**src/design/rob_pkg.sv**
```systemverilog
package rob_pkg;

  // datapath width of the core
  localparam int XLEN = 32;

  // architectural register count, one flush mask bit each
  localparam int NUM_ARCH_REGS = 32;

  // instruction class held in each entry
  typedef enum logic [3:0] {
    OP     = 4'd0,
    OPIMM  = 4'd1,
    LUI    = 4'd2,
    AUIPC  = 4'd3,
    JAL    = 4'd4,
    JALR   = 4'd5,
    LOAD   = 4'd6,
    STORE  = 4'd7,
    BRANCH = 4'd8,
    MUL    = 4'd9,
    DIV    = 4'd10
  } itype_e;

  // flush sequencer states
  typedef enum logic {
    RUN   = 1'b0,
    FLUSH = 1'b1
  } flush_state_e;

  // issue request into the tail
  // branch: value[0] is the prediction, dest the redirect target
  // store: dest is the address offset
  // others: dest is the register index
  typedef struct packed {
    logic             valid;
    itype_e           itype;
    logic [XLEN-1:0]  value;
    logic [XLEN-1:0]  dest;
  } rob_issue_t;

  // result broadcast, entry index on its own port
  // dest carries the store base, value[0] the branch outcome
  typedef struct packed {
    logic             valid;
    logic [XLEN-1:0]  value;
    logic [XLEN-1:0]  dest;
  } rob_cdb_t;

  // head entry as seen by commit and store path
  typedef struct packed {
    itype_e           itype;
    logic [XLEN-1:0]  value;
    logic [XLEN-1:0]  dest;
  } rob_commit_t;

  // one buffer slot, exported for the load check
  typedef struct packed {
    itype_e           itype;
    logic [XLEN-1:0]  value;
    logic [XLEN-1:0]  dest;
    logic             ready;
  } rob_entry_t;

  // address of one load-buffer slot
  typedef struct packed {
    logic [XLEN-1:0]  addr;
  } lb_query_t;

endpackage

```
**src/design/rob_entry_store.sv**
```systemverilog
module rob_entry_store #(
  parameter int ROB_DEPTH = 8,
  localparam int IDX_W = $clog2(ROB_DEPTH)
) (
  input  logic                             clk_in,
  input  logic                             rst_in,
  input  logic                             push,
  input  logic                             run_en,
  input  rob_pkg::rob_issue_t              issue,
  input  logic [IDX_W-1:0]                 head,
  input  logic [IDX_W-1:0]                 tail,
  input  logic                             empty,
  input  rob_pkg::rob_cdb_t                cdb,
  input  logic [IDX_W-1:0]                 cdb_idx,
  input  logic [IDX_W-1:0]                 rd1_idx,
  input  logic [IDX_W-1:0]                 rd2_idx,
  output logic [rob_pkg::XLEN-1:0]         rd1_value,
  output logic [rob_pkg::XLEN-1:0]         rd2_value,
  output logic                             rd1_ready,
  output logic                             rd2_ready,
  output rob_pkg::rob_commit_t             commit,
  output logic                             commit_out,
  output logic                             store_valid,
  input  logic                             store_read,
  output logic                             pop,
  output logic                             mispredict,
  output logic [IDX_W-1:0]                 restore_tail,
  output logic [rob_pkg::XLEN-1:0]         flush_pc,
  output logic [rob_pkg::NUM_ARCH_REGS-1:0] flush_mask,
  output rob_pkg::rob_entry_t              entries [ROB_DEPTH]
);

  import rob_pkg::*;

  localparam int REG_W = $clog2(NUM_ARCH_REGS);

  // entry arrays, only the ready flags are control state
  itype_e                  itype_q [ROB_DEPTH];
  logic [XLEN-1:0]         value_q [ROB_DEPTH];
  logic [XLEN-1:0]         dest_q  [ROB_DEPTH];
  logic [ROB_DEPTH-1:0]    ready_q;

  logic                    cdb_wr;
  logic                    cdb_is_branch;
  logic [NUM_ARCH_REGS-1:0] squash_mask;

  // classes that own a destination register
  function automatic logic writes_reg(input itype_e t);
    return t inside {OP, OPIMM, LUI, AUIPC, JAL, JALR, LOAD, MUL, DIV};
  endfunction

  // cdb ignored during the flush cycle
  assign cdb_wr        = cdb.valid && run_en;
  assign cdb_is_branch = (itype_q[cdb_idx] == BRANCH);

  // stored prediction vs actual outcome
  assign mispredict = cdb_wr && cdb_is_branch && (value_q[cdb_idx][0] != cdb.value[0]);

  // branch itself survives, tail lands just past it
  assign restore_tail = cdb_idx + 1'b1;

  // walk the squashed region, branch+1 up to the old tail
  always_comb begin
    logic [IDX_W-1:0] idx;
    logic             live;
    squash_mask = '0;
    live        = 1'b1;
    for (int i = 1; i < ROB_DEPTH; i++) begin
      idx = cdb_idx + IDX_W'(i);
      if (idx == tail) begin
        live = 1'b0;
      end
      if (live && writes_reg(itype_q[idx])) begin
        squash_mask[dest_q[idx][REG_W-1:0]] = 1'b1;
      end
    end
  end

  // ready flags, cleared on issue and set by the cdb
  always_ff @(posedge clk_in) begin
    if (rst_in) begin
      ready_q <= '0;
    end else begin
      if (push) begin
        ready_q[tail] <= 1'b0;
      end
      // branches go ready too, so they can commit
      if (cdb_wr) begin
        ready_q[cdb_idx] <= 1'b1;
      end
    end
  end

  // payload writes
  always_ff @(posedge clk_in) begin
    if (push) begin
      itype_q[tail] <= issue.itype;
      value_q[tail] <= issue.value;
      dest_q[tail]  <= issue.dest;
    end
    // branch keeps its prediction bit
    if (cdb_wr && !cdb_is_branch) begin
      value_q[cdb_idx] <= cdb.value;
      // store address = base from cdb + stored offset
      if (itype_q[cdb_idx] == STORE) begin
        dest_q[cdb_idx] <= dest_q[cdb_idx] + cdb.dest;
      end
    end
    // redirect payload, shown while flush_out is high
    if (mispredict) begin
      flush_pc   <= dest_q[cdb_idx];
      flush_mask <= squash_mask;
    end
  end

  // decode operand lookup
  assign rd1_value = value_q[rd1_idx];
  assign rd1_ready = ready_q[rd1_idx];
  assign rd2_value = value_q[rd2_idx];
  assign rd2_ready = ready_q[rd2_idx];

  // head readout
  assign commit.itype = itype_q[head];
  assign commit.value = value_q[head];
  assign commit.dest  = dest_q[head];

  // stores leave through the store path, all others commit
  assign commit_out  = !empty && ready_q[head] && (itype_q[head] != STORE);
  assign store_valid = !empty && ready_q[head] && (itype_q[head] == STORE);
  assign pop         = commit_out || (store_valid && store_read);

  // flat view for the load check
  always_comb begin
    for (int i = 0; i < ROB_DEPTH; i++) begin
      entries[i].itype = itype_q[i];
      entries[i].value = value_q[i];
      entries[i].dest  = dest_q[i];
      entries[i].ready = ready_q[i];
    end
  end

endmodule

```
**src/design/rob_flush_fsm.sv**
```systemverilog
module rob_flush_fsm (
  input  logic clk_in,
  input  logic rst_in,
  input  logic mispredict,
  output logic run_en,
  output logic restore,
  output logic flush_out
);

  import rob_pkg::*;

  flush_state_e state_q;
  flush_state_e state_d;

  // next state
  always_comb begin
    state_d = state_q;
    case (state_q)
      RUN: begin
        // wrong direction seen on the cdb
        if (mispredict) begin
          state_d = FLUSH;
        end
      end
      FLUSH: begin
        // flush lasts a single cycle
        state_d = RUN;
      end
      default: begin
        state_d = RUN;
      end
    endcase
  end

  always_ff @(posedge clk_in) begin
    if (rst_in) begin
      state_q <= RUN;
    end else begin
      state_q <= state_d;
    end
  end

  // issue and cdb only accepted in RUN
  assign run_en = (state_q == RUN);

  // tail restore pulse on the mispredict edge
  assign restore = (state_q == RUN) && mispredict;

  // redirect visible for the whole flush cycle
  assign flush_out = (state_q == FLUSH);

endmodule

```
**src/design/rob_load_check.sv**
```systemverilog
module rob_load_check #(
  parameter int ROB_DEPTH = 8,
  parameter int LB_DEPTH = 3,
  localparam int IDX_W = $clog2(ROB_DEPTH)
) (
  input  logic [IDX_W-1:0]    head,
  input  rob_pkg::rob_entry_t entries [ROB_DEPTH],
  input  logic [IDX_W-1:0]    lb_idx [LB_DEPTH],
  input  rob_pkg::lb_query_t  lb_query [LB_DEPTH],
  output logic [LB_DEPTH-1:0] can_load
);

  import rob_pkg::*;

  // per slot: stores older than the load
  logic [LB_DEPTH-1:0] older_unresolved;
  logic [LB_DEPTH-1:0] older_alias;

  // scan from the head toward the load, in age order
  always_comb begin
    logic [IDX_W-1:0] idx;
    logic             older;
    for (int s = 0; s < LB_DEPTH; s++) begin
      older_unresolved[s] = 1'b0;
      older_alias[s]      = 1'b0;
      older               = 1'b1;
      for (int i = 0; i < ROB_DEPTH; i++) begin
        // wraps past the last slot
        idx = head + IDX_W'(i);
        // the load itself and everything younger stop the scan
        if (idx == lb_idx[s]) begin
          older = 1'b0;
        end
        if (older && (entries[idx].itype == STORE)) begin
          // address not known yet
          if (!entries[idx].ready) begin
            older_unresolved[s] = 1'b1;
          end
          // resolved store to the same word
          else if (entries[idx].dest == lb_query[s].addr) begin
            older_alias[s] = 1'b1;
          end
        end
      end
    end
  end

  // load may go once every older store is known and disjoint
  assign can_load = ~(older_unresolved | older_alias);

endmodule

```
**src/design/rob_ptr_ctrl.sv**
```systemverilog
module rob_ptr_ctrl #(
  parameter int ROB_DEPTH = 8,
  localparam int IDX_W = $clog2(ROB_DEPTH)
) (
  input  logic             clk_in,
  input  logic             rst_in,
  input  logic             issue_valid,
  input  logic             run_en,
  input  logic             pop,
  input  logic             restore,
  input  logic [IDX_W-1:0] restore_tail,
  output logic [IDX_W-1:0] head,
  output logic [IDX_W-1:0] tail,
  output logic             empty,
  output logic             full,
  output logic             ready,
  output logic             push
);

  // one extra wrap bit on each pointer
  logic [IDX_W:0] head_q;
  logic [IDX_W:0] tail_q;
  logic [IDX_W:0] count;
  // wrap bit of the tail after a restore
  logic           restore_wrap;

  // occupancy from pointer distance
  assign count = tail_q - head_q;
  assign empty = (count == '0);
  assign full  = (count == (IDX_W + 1)'(ROB_DEPTH));

  // no new entries while full or flushing
  assign ready = !full && run_en;
  assign push  = issue_valid && ready;

  assign head = head_q[IDX_W-1:0];
  assign tail = tail_q[IDX_W-1:0];

  // tail only moves back on restore
  // crossing slot 0 backwards flips the wrap bit
  assign restore_wrap = tail_q[IDX_W] ^ (restore_tail > tail_q[IDX_W-1:0]);

  always_ff @(posedge clk_in) begin
    if (rst_in) begin
      head_q <= '0;
      tail_q <= '0;
    end else begin
      // retire from the head, also during flush
      if (pop) begin
        head_q <= head_q + 1'b1;
      end
      // restore wins over a same-cycle issue
      // that issue is younger than the branch anyway
      if (restore) begin
        tail_q <= {restore_wrap, restore_tail};
      end else if (push) begin
        tail_q <= tail_q + 1'b1;
      end
    end
  end

endmodule

```
**src/design/rob_top.sv**
```systemverilog
module rob_top #(
  parameter int ROB_DEPTH = 8,
  parameter int LB_DEPTH = 3,
  localparam int IDX_W = $clog2(ROB_DEPTH)
) (
  input  logic                              clk_in,
  input  logic                              rst_in,
  // issue
  input  rob_pkg::rob_issue_t               issue,
  output logic [IDX_W-1:0]                  issue_idx,
  output logic                              ready,
  // result bus
  input  rob_pkg::rob_cdb_t                 cdb,
  input  logic [IDX_W-1:0]                  cdb_idx,
  // decode operand lookup
  input  logic [IDX_W-1:0]                  rd1_idx,
  input  logic [IDX_W-1:0]                  rd2_idx,
  output logic [rob_pkg::XLEN-1:0]          rd1_value,
  output logic                              rd1_ready,
  output logic [rob_pkg::XLEN-1:0]          rd2_value,
  output logic                              rd2_ready,
  // commit
  output logic                              commit_out,
  output rob_pkg::rob_commit_t              commit,
  output logic [IDX_W-1:0]                  commit_idx,
  // store path
  output logic                              store_valid,
  input  logic                              store_read,
  // load disambiguation
  input  logic [IDX_W-1:0]                  lb_idx [LB_DEPTH],
  input  rob_pkg::lb_query_t                lb_query [LB_DEPTH],
  output logic [LB_DEPTH-1:0]               can_load,
  // branch redirect
  output logic                              flush_out,
  output logic [rob_pkg::XLEN-1:0]          flush_pc,
  output logic [rob_pkg::NUM_ARCH_REGS-1:0] flush_mask
);

  // pointer state
  logic [IDX_W-1:0] head;
  logic [IDX_W-1:0] tail;
  logic             empty;
  logic             push;
  logic             pop;

  // flush control
  logic             mispredict;
  logic             run_en;
  logic             restore;
  logic [IDX_W-1:0] restore_tail;

  // slot array for the load check
  rob_pkg::rob_entry_t entries [ROB_DEPTH];

  // next free slot and current head
  assign issue_idx  = tail;
  assign commit_idx = head;

  rob_ptr_ctrl #(.ROB_DEPTH(ROB_DEPTH)) u_ptr_ctrl (
    .clk_in(clk_in), .rst_in(rst_in),
    .issue_valid(issue.valid), .run_en(run_en), .pop(pop),
    .restore(restore), .restore_tail(restore_tail),
    .head(head), .tail(tail), .empty(empty), .full(),
    .ready(ready), .push(push)
  );

  rob_flush_fsm u_flush_fsm (
    .clk_in(clk_in), .rst_in(rst_in), .mispredict(mispredict),
    .run_en(run_en), .restore(restore), .flush_out(flush_out)
  );

  rob_entry_store #(.ROB_DEPTH(ROB_DEPTH)) u_entry_store (
    .clk_in(clk_in), .rst_in(rst_in),
    .push(push), .run_en(run_en), .issue(issue),
    .head(head), .tail(tail), .empty(empty),
    .cdb(cdb), .cdb_idx(cdb_idx),
    .rd1_idx(rd1_idx), .rd2_idx(rd2_idx),
    .rd1_value(rd1_value), .rd2_value(rd2_value),
    .rd1_ready(rd1_ready), .rd2_ready(rd2_ready),
    .commit(commit), .commit_out(commit_out),
    .store_valid(store_valid), .store_read(store_read), .pop(pop),
    .mispredict(mispredict), .restore_tail(restore_tail),
    .flush_pc(flush_pc), .flush_mask(flush_mask),
    .entries(entries)
  );

  rob_load_check #(.ROB_DEPTH(ROB_DEPTH), .LB_DEPTH(LB_DEPTH)) u_load_check (
    .head(head), .entries(entries),
    .lb_idx(lb_idx), .lb_query(lb_query), .can_load(can_load)
  );

endmodule

```
**config.mk**
```make
export PLATFORM = sky130hd
export DESIGN_NAME = rob_top
export DESIGN_NICKNAME = d
export VERILOG_FILES = /design/src/design/rob_pkg.sv /design/src/design/rob_entry_store.sv /design/src/design/rob_flush_fsm.sv /design/src/design/rob_load_check.sv /design/src/design/rob_ptr_ctrl.sv /design/src/design/rob_top.sv
export SDC_FILE = /design/constraint.sdc
export NUM_CORES = 2
export LEC_CHECK = 0
export ABC_CLOCK_PERIOD_IN_PS = 6050
export BUFFER_PORTS_ARGS = -buffer_cell sky130_fd_sc_hd__buf_4
export CAP_MARGIN = 5
export CORE_ASPECT_RATIO = 1.4
export CORE_UTILIZATION = 60
export CTS_CLUSTER_SIZE = 24
export DETAILED_ROUTE_END_ITERATION = 6
export GPL_ROUTABILITY_DRIVEN = 0
export HOLD_SLACK_MARGIN = 0.02
export PLACE_DENSITY_LB_ADDON = 0.05
export SETUP_SLACK_MARGIN = 0.5
export SYNTH_ARGS = -nofsm -noshare
export SYNTH_HDL_FRONTEND = slang
export SYNTH_SLANG_ARGS = --single-unit
export TNS_END_PERCENT = 5
```
**constraint.sdc**
```tcl
create_clock -name clk_in -period 6.05 [get_ports clk_in]
set_input_delay 0.3025 -clock clk_in [delete_from_list [all_inputs] [get_ports clk_in]]
set_output_delay 0.3025 -clock clk_in [all_outputs]
set_load 0.03 [all_outputs]
```
==> reports/results.tsv, run 1 <==
stage	metric	value	unit
synth	synth-xor-area-share	0.1034	
synth	synth_compound_area_frac	0.08357	
synth	yosysWarnings	0	
synth	async_flop_share	0	
status	first-error	[ERROR GRT-0116] Global routing finished with congestion. Check the congestion regions in the DRC Viewer.	
global_routing	grt_max_degree	154	
synth	synth.top_cell.area_share	0.2941	
clocking	htree_levels	3	
status	lastStage	5_1_grt	
floorplan	start_util	0.6051	
status	status	aborted with a tool error	
synth	netlist-cell-type-count	94	
synth	synth-main-ff-cell	edfxtp_1	
synth	synth.yosys.seq_area_share	0.3005	
synth	synth.area.mux_share	0.3603	
synth	yosys.area.top_type	edfxtp_1	
synth	synth_simple_gate_area_frac	0.09951	
synth	ys_ff_latch	628	
clocking	cts-buffers-inserted	67	
global_routing	track_usage	0.6549	
clocking	clkSinkCount	628	
global_routing	grt_pass1_wl	472.9	mm
clocking	clockRootBuffer	clkbuf_16	
synth	synth_fa_ha_area_frac	0.009794	
synth	synth_area	0.06209	mm²
place	port_buffers	461	
place	post-dp-hpwl	200.8	mm
clocking	ctsLongestPathBuffers	3	
floorplan	rows	139	
synth	synthTopCellsByArea	edfxtp_1, mux4_2, mux2_2	
place	dp.cells	6970	
floorplan	die_x	273.9	µm
synth	synth-edff-count	608	
global_routing	grt-ovfl-total	188	
global_routing	grt_pass1_vias	59790	
synth	avgSynthCellArea	11.29	µm²
synth	synth_top_family_by_area	multiplexers	
synth	syn-num-nets	5800	
place	place_ws	0.8218	ns
floorplan	ios	462	
floorplan	chipHeight	382.6	µm
synth	synthCells	5501	
==> cells in the mapped netlist (11+ instances only) <==
master and n:
inv_1 79, a211oi_1 34, nor2_1 201, a22oi_1 24
o211a_1 11, mux2_2 526, buf_4 29, o21a_1 23
ha_1 47, and3_1 16, o221ai_1 22, buf_6 34
nand2b_1 24, buf_1 151, edfxtp_1 608, xnor2_1 520
buf_2 78, a21oi_1 136, o311ai_1 12, nand2_1 669
nand3_1 64, o31a_1 12, o2111ai_1 13, o21ai_1 21
nor4_1 101, mux2i_2 21, o21bai_1 16, a221oi_1 47
o22ai_1 54, xor2_1 205, a21o_1 23, nand4_1 96
a31oi_1 18, clkbuf_1 172, mux4_2 587, mux2i_1 279
nor3_1 56, dfxtp_1 20, nor2b_1 24, and2_1 13
o21ai_0 180, o211ai_1 41
==> routing by layer <==
layer / track usage / GRT overflow
met1: 0.6747 / 29
met2: 0.8305 / 93
met3: 0.5129 / 16
met4: 0.5353 / 49
met5: 0.2801 / 1
==> cell families after synthesis <==
| group | after synthesis |
|---|---|
| flops | 628 |
| simple gates | 1343 |
| mux | 1419 |
| xor+xnor | 729 |
| fa+ha+maj | 48 |
| compound gates | 776 |
| buf+inv | 558 |
==> per-stage QoR <==
stage | utilization | cell area, µm²
2_1_floorplan | - | 62090
3_3_place_gp | 0.6456 | 66250
3_5_place_dp | 0.6456 | 66250
4_1_cts | 0.6812 | 69900
==> what timing repair did <==
item,in CTS
pin swaps,1
setup endpoints to repair,3
resized for setup,5
setup buffers,1
hold buffers,132
hold endpoints to repair,501
==> run 2, diff against run 1 <==
--- a/config.mk
+++ b/config.mk
@@ -8,14 +8,10 @@
 export ABC_CLOCK_PERIOD_IN_PS = 6050
 export BUFFER_PORTS_ARGS = -buffer_cell sky130_fd_sc_hd__buf_4
 export CAP_MARGIN = 5
-export CORE_ASPECT_RATIO = 1.4
-export CORE_UTILIZATION = 60
-export CTS_CLUSTER_SIZE = 24
+export CORE_UTILIZATION = 40
 export DETAILED_ROUTE_END_ITERATION = 6
 export GPL_ROUTABILITY_DRIVEN = 0
-export HOLD_SLACK_MARGIN = 0.02
-export PLACE_DENSITY_LB_ADDON = 0.05
-export SETUP_SLACK_MARGIN = 0.5
+export PLACE_DENSITY_LB_ADDON = 0.15
 export SYNTH_ARGS = -nofsm -noshare
 export SYNTH_HDL_FRONTEND = slang
 export SYNTH_SLANG_ARGS = --single-unit
==> reports/results.tsv, run 2 <==
stage	metric	value	unit	change
status	status	finished with violations		
status	violations	design-rule violations, negative setup slack		
power	power.density	219.3	mW/mm²	
worst_setup_path	critical_path_class	register to output pin		
worst_setup_path	worstPathArrival	5.94	ns	
sta	slew_violations	0		
detailed_routing	avgViaCountPerCell	6.879		
synth	netlist-cell-type-count	94		unchanged
place	post-dp-hpwl	217.4	mm	+8.3%
power	ir_drop	0.2492	mV	
final_layout	syn_to_final_growth	14.70	%	
worst_setup_path	cp-start-kind	register		
final_layout	drive_gt1_frac	0.3295		
worst_setup_path	cp.required	5.75	ns	
detailed_routing	drc	686		
sta	setup_slack	-0.1957	ns	
place	place_ws	0.3673	ns	-0.4544 ns
sta	fmax	160.1	MHz	
synth	synth-edff-count	608		unchanged
synth	synth.top_cell.area_share	0.2941		unchanged
sta	hold_viol_final	0		
synth	yosysWarnings	0		unchanged
synth	netlist_top_cells_count	nand2_1, edfxtp_1, mux4_2		
synth	synth.yosys.seq_area_share	0.3005		unchanged
synth	ys_ff_latch	628		unchanged
synth	avgSynthCellArea	11.29	µm²	unchanged
clocking	clkSinkCount	628		unchanged
detailed_routing	detail-route-antenna-nets	0		
detailed_routing	drtIter0Drc	9405		
detailed_routing	totalWireLength	301.8	mm	
worst_setup_path	crit_fanout	22		
synth	synth-main-ff-cell	edfxtp_1		
floorplan	chipHeight	396.0	µm	+3.5%
final_layout	finalNetCount	6163		
clocking	htree_levels	3		unchanged
final_layout	layout_common_cells	nand2_1, buf_4, edfxtp_1		
clocking	insertion_delay	0.71	ns	
final_layout	utilization	0.4623		
detailed_routing	vias	54950		
synth	synth_area	0.06209	mm²	unchanged
clocking	cts_resized	0		-5
floorplan	fp.coreArea	0.1540	mm²	
synth	syn-num-nets	5800		unchanged
sta	tightest_slew	1.401	ns	
sta	rsz0062_at_grt	false		
global_routing	grt_pass1_wl	412.0	mm	
global_routing	grt_max_degree	145		
floorplan	start_util	0.4030		-0.2020
worst_setup_path	worstSetupEndpointType	output pin		
place	port_buffers	461		unchanged
global_routing	track_usage	0.3732		
sta	post-route-period-util	1.032		
detailed_routing	wl_per_cell	37.78	µm	
sta	finalClockSkew	0.06521	ns	
worst_hold_path	hp-class	input port to register		
synth	synthCells	5501		unchanged
clocking	cts-buffers-inserted	78		+16%
final_layout	final_common_cell	nand2_1		
floorplan	fp.dieArea	0.1568	mm²	
synth	yosys.area.top_type	edfxtp_1		
global_routing	grt_pass1_vias	51770		
synth	synthTopCellsByArea	edfxtp_1, mux4_2, mux2_2		
final_layout	top_regs	u_entry_store.dest_q: 256 flops, u_entry_store.value_q: 256 flops		
clocking	path_clk_slew	0.06	ns	
sta	post-route-min-period	6.246	ns	
floorplan	rows	144		+3.6%
sta	relSlewSlack	0.03924		
sta	setup_viol	1		
synth	yosysMostFrequentCell	nand2_1		
final_layout	fillers	14190		
clocking	cts_setup_buffers	0		-1
synth	async_flop_share	0		unchanged
clocking	cts_tree	done		
floorplan	die_x	396.0	µm	+45%
floorplan	ios	462		unchanged
clocking	clockRootBuffer	clkbuf_16		
power	p_leak	24.31	nW	
global_routing	antenna_found_initial	19		
global_routing	grt-ovfl-total	0		
flow_run	max-cap-violations	0		
detailed_routing	dr.pass1.iters	7		
clocking	ctsLongestPathBuffers	3		unchanged
[run 2: cell counts after synthesis]
Identical to the previous run, type by type.
[run 2: area by class of cell]
cell class / count / area, µm² / area share
Antenna cell: 16 / 40.04 / 0.0005622
Clock buffer: 97 / 2023 / 0.02841
Clock inverter: 47 / 530.5 / 0.007449
Inverter: 87 / 326.6 / 0.004586
Multi-Input combinational cell: 4315 / 40920 / 0.5746
Sequential cell: 628 / 18680 / 0.2623
Tap cell: 2044 / 2557 / 0.03591
Timing Repair Buffer: 754 / 6138 / 0.08619
[run 2: path summary, 6_finish.rpt]
kind	from	endpoint	slack [ns]	depth (start not counted)
worst max-delay path	u_ptr_ctrl.head_q[0]	can_load[2]	-0.20	12
worst min-delay path	cdb_idx[2]	u_entry_store.flush_pc[2]	0.21	3
worst max register to register	u_entry_store.dest_q[2][1]	u_entry_store.dest_q[4][17]	0.99	14
worst min register to register	u_ptr_ctrl.tail_q[3]	u_ptr_ctrl.tail_q[3]	0.54	2
[run 2: cells by family (layout without fill, tap and decap cells)]
family	after synthesis	in the layout	synth area share
buffers and inverters	558	985	0.04292
multiplexers	1419	1419	0.3603
AND/OR/NAND/NOR	1343	1343	0.09951
adder cells (fa/ha/maj)	48	48	0.009794
other	0	16	0
flip-flops	628	628	0.3005
AO/OA/AOI/OAI	776	776	0.08357
XOR/XNOR	729	729	0.1034
[run 2: layer usage]
layer / GRT usage / vias up / wire length [µm]
met5: 0.02063 / - / 505
met1: 0.4334 / 27330 / 104000
met4: 0.2386 / 22 / 24920
met2: 0.5822 / 4355 / 135400
met3: 0.1327 / 1172 / 36920
li1: - / 22070 / -
[run 2: power breakdown]
| part | leakage, nW | internal, mW | switching (mW) | total [mW] |
|---|---|---|---|---|
| sequential | 5.74 | 5.05 | 0.280 | 5.33 |
| combinational | 17.3 | 2.08 | 3.47 | 5.55 |
| clock | 1.23 | 2.64 | 2.09 | 4.73 |
[run 2: worst max-delay path, stage by stage, from the launching register on]
cell and delay, ns:
dfxtp_4 0.49, inv_2 0.09, ha_4 0.53, buf_4 0.38, mux2i_1 1.09, mux2i_1 0.22, xor2_1 0.21, a2111oi_0 1.06
nand3_1 0.20, o41ai_1 0.40, a211o_1 0.16, nor4_1 0.12, buf_4 0.25
[run 2: repair_timing]
item	CTS	global route
hold buffers	132	0
hold endpoints to repair	537	0
endpoints found under the setup margin	0	0
[run 2: through the flow]
step / hold WS [ns] / total power, mW / setup TNS [ns] / cell area [µm²] / cells
2_1_floorplan: 0.4014 / 8.605 / 0 / 62090 / 5501
3_3_place_gp: 0.5167 / 10.60 / 0 / 67270 / 7694
3_5_place_dp: 0.5186 / 10.62 / 0 / 67270 / 7694
4_1_cts: 0.1691 / 15.44 / 0 / 71150 / 7970
5_1_grt: 0.2253 / 15.97 / 0 / 71200 / 7980
6_report: 0.2125 / 15.62 / -0.1957 / 71220 / 7988
Note: power is estimated with default switching activity, not from simulation.
